==> src/hdl/tilemap_pixel_pkg.sv <==
package tilemap_pixel_pkg;

	////////////////////
	// Data widths
	////////////////////

	// Colour attribute carried with every pixel
	localparam int color_w = 8;

	// Pixel code, 7 is the transparent code
	localparam int dot_w = 3;

	localparam int pri_w = 3;

	// Four pixels per tile row
	localparam int plane_w = 4;

	////////////////////
	// Pixel and tile types
	////////////////////

	// Pixel passed from layer to layer and on to the output link
	typedef struct packed {
		logic [pri_w-1:0]   pri;
		logic [color_w-1:0] color;
		logic [dot_w-1:0]   dot;
	} pixel_t;

	// One layer's share of a tile group
	typedef struct packed {
		logic [color_w-1:0] attr;
		logic [plane_w-1:0] plane0;
		logic [plane_w-1:0] plane1;
		logic [plane_w-1:0] plane2;
	} layer_tile_t;

	// Everything needed to draw four pixels of both layers
	typedef struct packed {
		layer_tile_t layer_a;
		layer_tile_t layer_b;
		logic        flip;
		pixel_t      backdrop;
	} tile_group_t;

endpackage

==> src/hdl/tilemap_ctrl_pkg.sv <==
package tilemap_ctrl_pkg;

	////////////////////
	// Handshake control
	////////////////////

	// Shared by the four-phase receiver and sender
	// idle      nothing in progress
	// hold      own req/ack line is high
	// wait_drop own line dropped, waiting for the partner to drop
	typedef enum logic [1:0] {
		idle      = 2'd0,
		hold      = 2'd1,
		wait_drop = 2'd2
	} hs_state_t;

	////////////////////
	// CPU port
	////////////////////

	// Priority write, valid for a single cycle
	// layer selects A (0) or B (1)
	typedef struct packed {
		logic                               valid;
		logic                               layer;
		logic [tilemap_pixel_pkg::pri_w-1:0] value;
	} pri_write_t;

endpackage

==> src/hdl/tile_intake.sv <==
`timescale 1ns/1ps

module tile_intake (
	input  logic                           CLK_2H,
	input  logic                           rst,

	input  logic                           in_req,
	output logic                           in_ack,
	input  tilemap_pixel_pkg::tile_group_t in_group,

	output tilemap_pixel_pkg::tile_group_t held_group,
	output logic                           group_valid,
	input  logic                           load
);

	import tilemap_pixel_pkg::*;
	import tilemap_ctrl_pkg::*;

	hs_state_t   rx_state;
	tile_group_t buffer;
	pixel_t      cur_backdrop;
	logic        take;

	// Accept only into an empty buffer
	assign take = (rx_state == idle) && in_req && !group_valid;

	////////////////////
	// Four-phase receiver
	////////////////////

	always_ff @(posedge CLK_2H) begin
		if (rst) begin
			rx_state    <= idle;
			in_ack      <= 1'b0;
			group_valid <= 1'b0;
		end else begin
			case (rx_state)
				idle: begin
					if (take) begin
						in_ack      <= 1'b1;
						group_valid <= 1'b1;
						rx_state    <= hold;
					end
				end
				hold: begin
					// Source has dropped req, finish the cycle
					if (!in_req) begin
						in_ack   <= 1'b0;
						rx_state <= idle;
					end
				end
				default: rx_state <= idle;
			endcase

			// Shifters took the group, buffer is free again
			if (load)
				group_valid <= 1'b0;
		end
	end

	////////////////////
	// Group buffer
	////////////////////

	always_ff @(posedge CLK_2H) begin
		if (take)
			buffer <= in_group;
		// Backdrop of the group now in the shifters
		if (load)
			cur_backdrop <= buffer.backdrop;
	end

	// Tiles of the waiting group, backdrop of the shifting group.
	// The shifters copy tiles on load, while layer A reads the
	// backdrop continuously, so the next group may overwrite the buffer.
	always_comb begin
		held_group          = buffer;
		held_group.backdrop = cur_backdrop;
	end

	// New group only after the previous one was handed to the shifters
	ack_only_when_empty: assert property (@(posedge CLK_2H) disable iff (rst)
		$rose(in_ack) |-> $past(!group_valid));

endmodule

==> src/hdl/layer_shifter.sv <==
`timescale 1ns/1ps

module layer_shifter #(
	parameter bit                               layer_id       = 1'b0,
	parameter logic [tilemap_pixel_pkg::pri_w-1:0] reset_priority = 3'd2
) (
	input  logic                           CLK_2H,
	input  logic                           rst,

	input  tilemap_ctrl_pkg::pri_write_t   pri_wr,

	input  tilemap_pixel_pkg::layer_tile_t tile,
	input  logic                           flip,

	input  logic                           load,
	input  logic                           shift,

	input  tilemap_pixel_pkg::pixel_t      below,
	output tilemap_pixel_pkg::pixel_t      merged
);

	import tilemap_pixel_pkg::*;

	logic [pri_w-1:0]   pri_reg;
	logic [pri_w-1:0]   work_pri;
	logic [color_w-1:0] attr;
	logic [plane_w-1:0] plane0;
	logic [plane_w-1:0] plane1;
	logic [plane_w-1:0] plane2;
	logic               flip_q;
	logic [dot_w-1:0]   dot;

	////////////////////
	// CPU priority
	////////////////////

	always_ff @(posedge CLK_2H) begin
		if (rst) begin
			pri_reg <= reset_priority;
		end else if (pri_wr.valid && (pri_wr.layer == layer_id)) begin
			pri_reg <= pri_wr.value;
		end
	end

	////////////////////
	// Bitplane shifters
	////////////////////

	always_ff @(posedge CLK_2H) begin
		if (load) begin
			// Priority is frozen for the whole group
			work_pri <= pri_reg;
			attr     <= tile.attr;
			plane0   <= tile.plane0;
			plane1   <= tile.plane1;
			plane2   <= tile.plane2;
			flip_q   <= flip;
		end else if (shift) begin
			if (flip_q) begin
				plane0 <= plane0 >> 1;
				plane1 <= plane1 >> 1;
				plane2 <= plane2 >> 1;
			end else begin
				plane0 <= plane0 << 1;
				plane1 <= plane1 << 1;
				plane2 <= plane2 << 1;
			end
		end
	end

	// Flipped tiles read out from bit 0
	assign dot = flip_q ? {plane2[0], plane1[0], plane0[0]}
	                    : {plane2[plane_w-1], plane1[plane_w-1], plane0[plane_w-1]};

	////////////////////
	// Priority merge
	////////////////////

	always_comb begin
		merged = below;
		// Ties go to the pixel underneath
		if ((dot != 3'd7) && (work_pri > below.pri)) begin
			merged.pri   = work_pri;
			merged.color = attr;
			merged.dot   = dot;
		end
	end

	// Emitter must never reload mid-shift
	no_load_with_shift: assert property (@(posedge CLK_2H) disable iff (rst)
		!(load && shift));

endmodule

==> src/hdl/pixel_emit.sv <==
`timescale 1ns/1ps

module pixel_emit (
	input  logic                      CLK_2H,
	input  logic                      rst,

	input  logic                      group_valid,
	output logic                      load,
	output logic                      shift,

	input  tilemap_pixel_pkg::pixel_t pixel_in,

	output logic                      out_req,
	input  logic                      out_ack,
	output tilemap_pixel_pkg::pixel_t out_pixel
);

	import tilemap_ctrl_pkg::*;

	hs_state_t  tx_state;
	logic       busy;
	logic [1:0] cnt;
	logic       pixel_ready;

	// Shifter output settled, not in a load or shift cycle
	assign pixel_ready = busy && !load && !shift;

	always_ff @(posedge CLK_2H) begin
		if (rst) begin
			tx_state <= idle;
			out_req  <= 1'b0;
			load     <= 1'b0;
			shift    <= 1'b0;
			busy     <= 1'b0;
			cnt      <= 2'd0;
		end else begin
			load  <= 1'b0;
			shift <= 1'b0;

			// Shifters empty, pull in the waiting group
			if (!busy && group_valid) begin
				load <= 1'b1;
				busy <= 1'b1;
			end

			case (tx_state)
				idle: begin
					if (pixel_ready) begin
						out_req  <= 1'b1;
						tx_state <= hold;
					end
				end
				hold: begin
					if (out_ack) begin
						out_req  <= 1'b0;
						tx_state <= wait_drop;
					end
				end
				wait_drop: begin
					// Sink done, advance to the next pixel
					if (!out_ack) begin
						shift    <= 1'b1;
						cnt      <= cnt + 2'd1;
						tx_state <= idle;
						if (cnt == 2'd3)
							busy <= 1'b0;
					end
				end
				default: tx_state <= idle;
			endcase
		end
	end

	always_ff @(posedge CLK_2H) begin
		if ((tx_state == idle) && pixel_ready)
			out_pixel <= pixel_in;
	end

	pixel_stable_in_req: assert property (@(posedge CLK_2H) disable iff (rst)
		($past(out_req) && out_req) |-> $stable(out_pixel));

endmodule

==> src/hdl/tilemap_mixer_top.sv <==
`timescale 1ns/1ps

module tilemap_mixer_top #(
	parameter logic [tilemap_pixel_pkg::pri_w-1:0] pri_a_reset = 3'd2,
	parameter logic [tilemap_pixel_pkg::pri_w-1:0] pri_b_reset = 3'd4
) (
	input  logic                           CLK_2H,
	input  logic                           rst,

	input  logic                           in_req,
	output logic                           in_ack,
	input  tilemap_pixel_pkg::tile_group_t in_group,

	input  tilemap_ctrl_pkg::pri_write_t   pri_wr,

	output logic                           out_req,
	input  logic                           out_ack,
	output tilemap_pixel_pkg::pixel_t      out_pixel
);

	import tilemap_pixel_pkg::*;

	tile_group_t held_group;
	logic        group_valid;
	logic        load;
	logic        shift;
	pixel_t      merged_a;
	pixel_t      merged_b;

	tile_intake u_intake (
		.CLK_2H      (CLK_2H),
		.rst         (rst),
		.in_req      (in_req),
		.in_ack      (in_ack),
		.in_group    (in_group),
		.held_group  (held_group),
		.group_valid (group_valid),
		.load        (load)
	);

	////////////////////
	// Layer chain
	////////////////////

	// Layer A sits directly on the backdrop
	layer_shifter #(
		.layer_id       (1'b0),
		.reset_priority (pri_a_reset)
	) u_layer_a (
		.CLK_2H (CLK_2H),
		.rst    (rst),
		.pri_wr (pri_wr),
		.tile   (held_group.layer_a),
		.flip   (held_group.flip),
		.load   (load),
		.shift  (shift),
		.below  (held_group.backdrop),
		.merged (merged_a)
	);

	layer_shifter #(
		.layer_id       (1'b1),
		.reset_priority (pri_b_reset)
	) u_layer_b (
		.CLK_2H (CLK_2H),
		.rst    (rst),
		.pri_wr (pri_wr),
		.tile   (held_group.layer_b),
		.flip   (held_group.flip),
		.load   (load),
		.shift  (shift),
		.below  (merged_a),
		.merged (merged_b)
	);

	pixel_emit u_emit (
		.CLK_2H      (CLK_2H),
		.rst         (rst),
		.group_valid (group_valid),
		.load        (load),
		.shift       (shift),
		.pixel_in    (merged_b),
		.out_req     (out_req),
		.out_ack     (out_ack),
		.out_pixel   (out_pixel)
	);

endmodule

==> config.mk <==
export PLATFORM = sky130hd
export DESIGN_NAME = tilemap_mixer_top
export DESIGN_NICKNAME = d
export VERILOG_FILES = /design/src/hdl/tilemap_pixel_pkg.sv /design/src/hdl/tilemap_ctrl_pkg.sv /design/src/hdl/tile_intake.sv /design/src/hdl/layer_shifter.sv /design/src/hdl/pixel_emit.sv /design/src/hdl/tilemap_mixer_top.sv
export SDC_FILE = /design/constraint.sdc
export NUM_CORES = 1
export LEC_CHECK = 0
export ABC_AREA = 1
export BUFFER_PORTS_ARGS = -buffer_cell sky130_fd_sc_hd__buf_2
export CORE_MARGIN = 2
export CORE_UTILIZATION = 30
export DETAILED_ROUTE_END_ITERATION = 8
export PLACE_DENSITY = 0.44
export RECOVER_POWER = 25
export SKIP_LAST_GASP = 1
export SLEW_MARGIN = 0
export SYNTH_ARGS = -nofsm -noshare
export SYNTH_HDL_FRONTEND = slang
export SYNTH_SLANG_ARGS = --single-unit
==> constraint.sdc <==
create_clock -name CLK_2H -period 3.9 [get_ports CLK_2H]
set_clock_uncertainty 0.15 [all_clocks]
set_input_delay 0.585 -clock CLK_2H [delete_from_list [all_inputs] [get_ports CLK_2H]]
set_output_delay 0.585 -clock CLK_2H [all_outputs]
set_load 0.005 [all_outputs]
# --- After elaboration in Yosys (flattened, before gate mapping) ---
# Index checks and enable logic that the tools add are counted.
totals:
  register_bits: 148
  latch_bits: 0
  ram_bits: 0
  rom_bits: 0
  inputBits: 64
  output_inout_bits: 16
  elab_cells: 125
  n_memories: 0
op_classes:
  n_addsub: 1
  multipliers: 0
  div_mod_pow: 0
  magnitude_cmp: 2
  n_eq_ne: 11
  shift: 0
  n_mux: 41
  n_bitwise: 3
  reduce_logical: 27
ops:
  columns: ["operator", "n"]
  rows:
  - ["4-bit two-way mux", 18]
  - ["14-bit two-way mux", 2]
  - ["1-bit logical AND", 10]
  - ["1-bit two-way mux", 10]
  - ["2-bit two-way mux", 5]
  - ["3-bit AND reduction", 3]
  - ["3-bit greater-than comparator", 2]
  - ["3-bit two-way mux", 2]
  - ["2-bit inequality test, second input constant", 3]
  - ["3-bit inequality test, second input constant", 2]
  - ["2-bit one-hot mux with 3 select lines", 1]
  - ["2-bit AND reduction", 3]
  - ["2-bit nonzero test", 3]
  - ["2-bit by 1-bit == test with 1-bit output, second input constant", 2]
  - ["2-bit == test, second input constant", 2]
  - ["1-bit zero test", 4]
  - ["2-bit zero test", 2]
  - ["2-bit by 1-bit inequality test with 1-bit output, second input constant", 2]
  - ["1-bit one-hot mux with 2 select lines", 2]
  - ["2-bit one-hot mux with 2 select lines", 1]
  - ["2-bit OR reduction", 2]
  - ["1-bit inverter", 3]
  - ["2-bit by 1-bit adder with 2-bit output, second input constant", 1]

# --- Logic depth before layout (Yosys ltp) ---
logic_depth:
  depth_word: 7
  mapped_depth: 19
  ltp_nobuf: 18

# --- By module ---
# From an unflattened synthesis, not the netlist that was laid out.
hier_totals:
  hier_cells: 483
  area_unflattened_um2: 5970.7
by_module_without_submodules:
  columns: ["module", "instances", "cells_per_inst", "area_per_inst_um2"]
  rows:
  - ["tile_intake", 1, 122, 2466.1]
  - ["layer_shifter (u_layer_a)", 1, 153, 1381.3]
  - ["layer_shifter (u_layer_b)", 1, 151, 1376.3]
  - ["pixel_emit", 1, 57, 747.0]

# --- Least setup slack after synthesis ---
# Ideal clock, no wire load.
synth_timing:
  path_kind: "input -> register"
  startpoint: "input in_req"
  endpoint: "register u_intake.buffer[0] in the netlist's numbering (enable)"
  arrival_ns: 2.976
  required_time_ns: 3.280
  slack_ns: 0.304
  path_stages: 2
  cell_sequence: "nand2_1 -> nor2_1"
synth_via:
  elab_chain_len: 2
synth_rtl:
  columns: ["element", "line_no", "source"]
  rows:
  - ["start, declared", "tilemap_mixer_top.sv:10", "input logic in_req,"]
  - ["1-bit logical AND (2 in series)", "tile_intake.sv:25", "assign take = (rx_state == idle) && in_req && !group_valid;"]
  - ["via u_intake.take", "tile_intake.sv:22", "logic take;"]
  - ["end signal, assigned", "tile_intake.sv:67", "buffer <= in_group;"]
  - ["end, declared", "tile_intake.sv:20", "tile_group_t buffer;"]
# The timed path passes the listed nets, and every way through them passes these cells.
# A chain may end at the register's enable or synchronous reset.

==> results.json <==
{
  "outcome": "complete, no violations",
  "firstDrtPassIters": 4,
  "irDropWorstVdd_uv": 264,
  "tritoncts": "done",
  "start_util_pct": 30.3,
  "syn2layout_area_growth_pct": 21.3,
  "synthCells": 435,
  "nets": 594,
  "cts_hold_buf": 0,
  "period_needed_ns": 3.22,
  "p_per_area_mw_per_mm2": 542,
  "yosysMostFrequentCell": "edfxtp_1",
  "cp_cell_sequence": "ha_1 -> nand2_1 -> nor2_1 -> nor2_1 -> nor2_4 -> nand2_2 -> nand2_1 -> nand2_1 -> ha_1 -> a21oi_1 -> nand2_1 -> nand2_1 -> inv_1 -> nand2_4 -> inv_4 -> nand2_1 -> nand2_1",
  "cts-buffers-inserted": 17,
  "routed_wirelength_mm": 11.1,
  "yosysWarningCount": 0,
  "cts_resized": 0,
  "syn-num-nets": 506,
  "multi_input_area_sq_mm": 0.00110,
  "die_area_sq_mm": 0.0198,
  "synthArstFlopShare_pct": 0,
  "grt-ovfl-total": 0,
  "endpoint_kind": "flip-flop",
  "cts_buffer_depth": 2,
  "register_area_sq_mm": 0.00423,
  "rr_startpoint": "u_layer_a.work_pri[2]",
  "cts.sinks": 146,
  "startpoint_type": "flip-flop",
  "crit_type": "flip-flop to flip-flop",
  "worst_hold_path.num_cells": 1,
  "hold_start": "in_group[39]",
  "finish.utilization_pct": 36.7,
  "whs_endpoint": "u_intake.held_group[39]",
  "grt_max_degree": 39,
  "clkTransAtPathRegs_ns": 0.06,
  "pin_count": 80,
  "cp_slowest_cell": "edfxtp_1",
  "fin_area_sq_mm": 0.00680,
  "worst-path-buf-inv": 2,
  "cap_violations": 0,
  "first_global_vias": 3395,
  "slowest_delay_ns": 0.39,
  "p_leak_nw": 2.75,
  "postRouteAntennaNets": 0,
  "grt_antenna_before_repair": 0,
  "largest_reg_flops": 55,
  "r2r_setup_slack_ns": 0.68,
  "setup_tns_ns": 0,
  "synth_flop_cell": "edfxtp_1",
  "cp_top_family": "simple AND/OR/NAND/NOR gates",
  "min_period_over_period_pct": 82.4,
  "post_cts_buffers": 0,
  "grt_pass1_wl_mm": 17.4,
  "place_inst": 738,
  "grt_use_total_pct": 11.7,
  "core_sq_mm": 0.0185,
  "reg2regPathDepth": 17,
  "hpwlAfterDp_mm": 7.82,
  "detail_route.wl_per_cell_um": 14.4,
  "syn_avg_cell_area_sq_um": 12.9,
  "cts-root-buf": "clkbuf_16",
  "worst_pin_slew_ns": 1.01,
  "vias": 3363,
  "placed_cell_area_sq_mm": 0.00624,
  "slew_headroom_pct": 32.5,
  "cp_data_required_time_ns": 3.92,
  "dieWidth_um": 141,
  "netlist_area_sq_mm": 0.00561,
  "synth_top_cell_by_area": "edfxtp_1",
  "synth_top_area_share_pct": 69.6,
  "ys_top_cells_by_area": "edfxtp_1 70%, nand2_1 7.6%, dfxtp_1 5.7%, inv_1 3.5%, nand3_1 2.9%",
  "die_h_um": 141,
  "ys_types": 30,
  "seq_area_frac_synth_pct": 75.3,
  "io_buffers": 79,
  "drc_errors": 0,
  "viasPerCell": 4.37,
  "instances_no_fill": 770,
  "rsz0062_at_grt": "no",
  "setup_viol": 0,
  "r2r-end": "u_emit.out_pixel[2]",
  "synth_common_cells": "130 x edfxtp_1, 113 x nand2_1, 53 x inv_1",
  "hold_violations": 0,
  "htreeDepth": 4,
  "crit_top_cell": "nand2_1",
  "gp_congestion": 0.744,
  "dp_slack_ns": 0.658,
  "ys_ff_latch": 146,
  "drv_slew": 0,
  "final_critical_path_setup_slack_ns": 0.685,
  "drt_iter0_markers": 244,
  "min_path_type": "primary input to flip-flop",
  "num_antenna_cells": 0,
  "nFillCells": 1822,
  "clkLatencyLatePin_ns": 0.41,
  "critPathMaxFanout": 15,
  "crit_arrival_ns": 3.24,
  "rows": 50,
  "fmax_ghz": 0.311,
  "drive_gt1_share_pct": 23.1,
  "synth_edf_count": 130
}
worst register-to-register path, delay by kind of cell (launching register included):
family	cells	cell delay (ns)
buffers and inverters	2	0.18
AOI/OAI and AO/OA	1	0.19
adders and majority gates	2	0.64
DFF	1	0.39
and+or+nand+nor	12	1.43
where the power goes:
| part | internal (mW) | leakage (nW) | switching, mW | total [mW] |
|---|---|---|---|---|
| clock network | 0.935 | 0.284 | 0.619 | 1.55 |
| registers | 1.83 | 1.34 | 0.0411 | 1.87 |
| logic | 0.0885 | 1.12 | 0.172 | 0.261 |
cells by family (layout without fill, tap and decap cells):
group                    after synthesis  after routing  synth area share, %
buffers and inverters                 67            168                 5.29
flip-flops                           146            146                 75.3
XOR/XNOR                               1              1                0.156
AND/OR/NAND/NOR                      178            178                 13.8
AO/OA/AOI/OAI                         36             36                 3.90
adder cells (fa/ha/maj)                7              7                 1.56
cells in the final DEF (no fill, tap or decap), drive strengths merged, types with 10 or more instances in the layout:
cell / n
buf: 78
clkbuf: 20
clkinv: 10
dfxtp: 16
edfxtp: 130
inv: 57
nand2: 117
nand3: 36
nor2: 21
o21ai: 18
cell type report:
cell class                 instances  area share (%)
inverter                          55            3.15
clock inverter                    15            2.08
timing repair buffer              81            5.98
clock buffer                      17            6.25
multi-input combinational        222            16.1
sequential                       146            62.1
tap                              234            4.30
layer usage:
layer | track usage [%] | vias up | share of wire [%]
li1 | - | 1669 | -
met2 | 19.0 | 78 | 50
met4 | 5.05 | 0 | 1.6
met3 | 3.63 | 12 | 3.7
met5 | 0 | - | 0
met1 | 14.5 | 1604 | 45
worst max path at each step:
stage	start	to	slack [ns]	cells past startpoint
2_1_floorplan	in_req	u_intake.buffer[0]	0.30	2
3_3_place_gp	u_layer_a.work_pri[2]	u_emit.out_pixel[3]	0.84	17
3_5_place_dp	u_layer_a.work_pri[2]	u_emit.out_pixel[2]	0.66	17
4_1_cts	u_layer_a.work_pri[2]	u_emit.out_pixel[0]	0.65	17
5_1_grt	u_layer_a.work_pri[2]	u_emit.out_pixel[2]	0.39	17
6_report	u_layer_a.work_pri[2]	u_emit.out_pixel[2]	0.68	17
per-stage QoR:
| stage | total power [mW] | hold slack (ns) |
|---|---|---|
| 3_3_place_gp | 2.16 | 0.251 |
| 4_1_cts | 3.75 | 0.164 |
| 6_report | 3.68 | 0.193 |
| 2_1_floorplan | 2.07 | 0.250 |
| 3_5_place_dp | 2.17 | 0.255 |
| 5_1_grt | 3.85 | 0.161 |
Power figures use the tool's default switching activity.
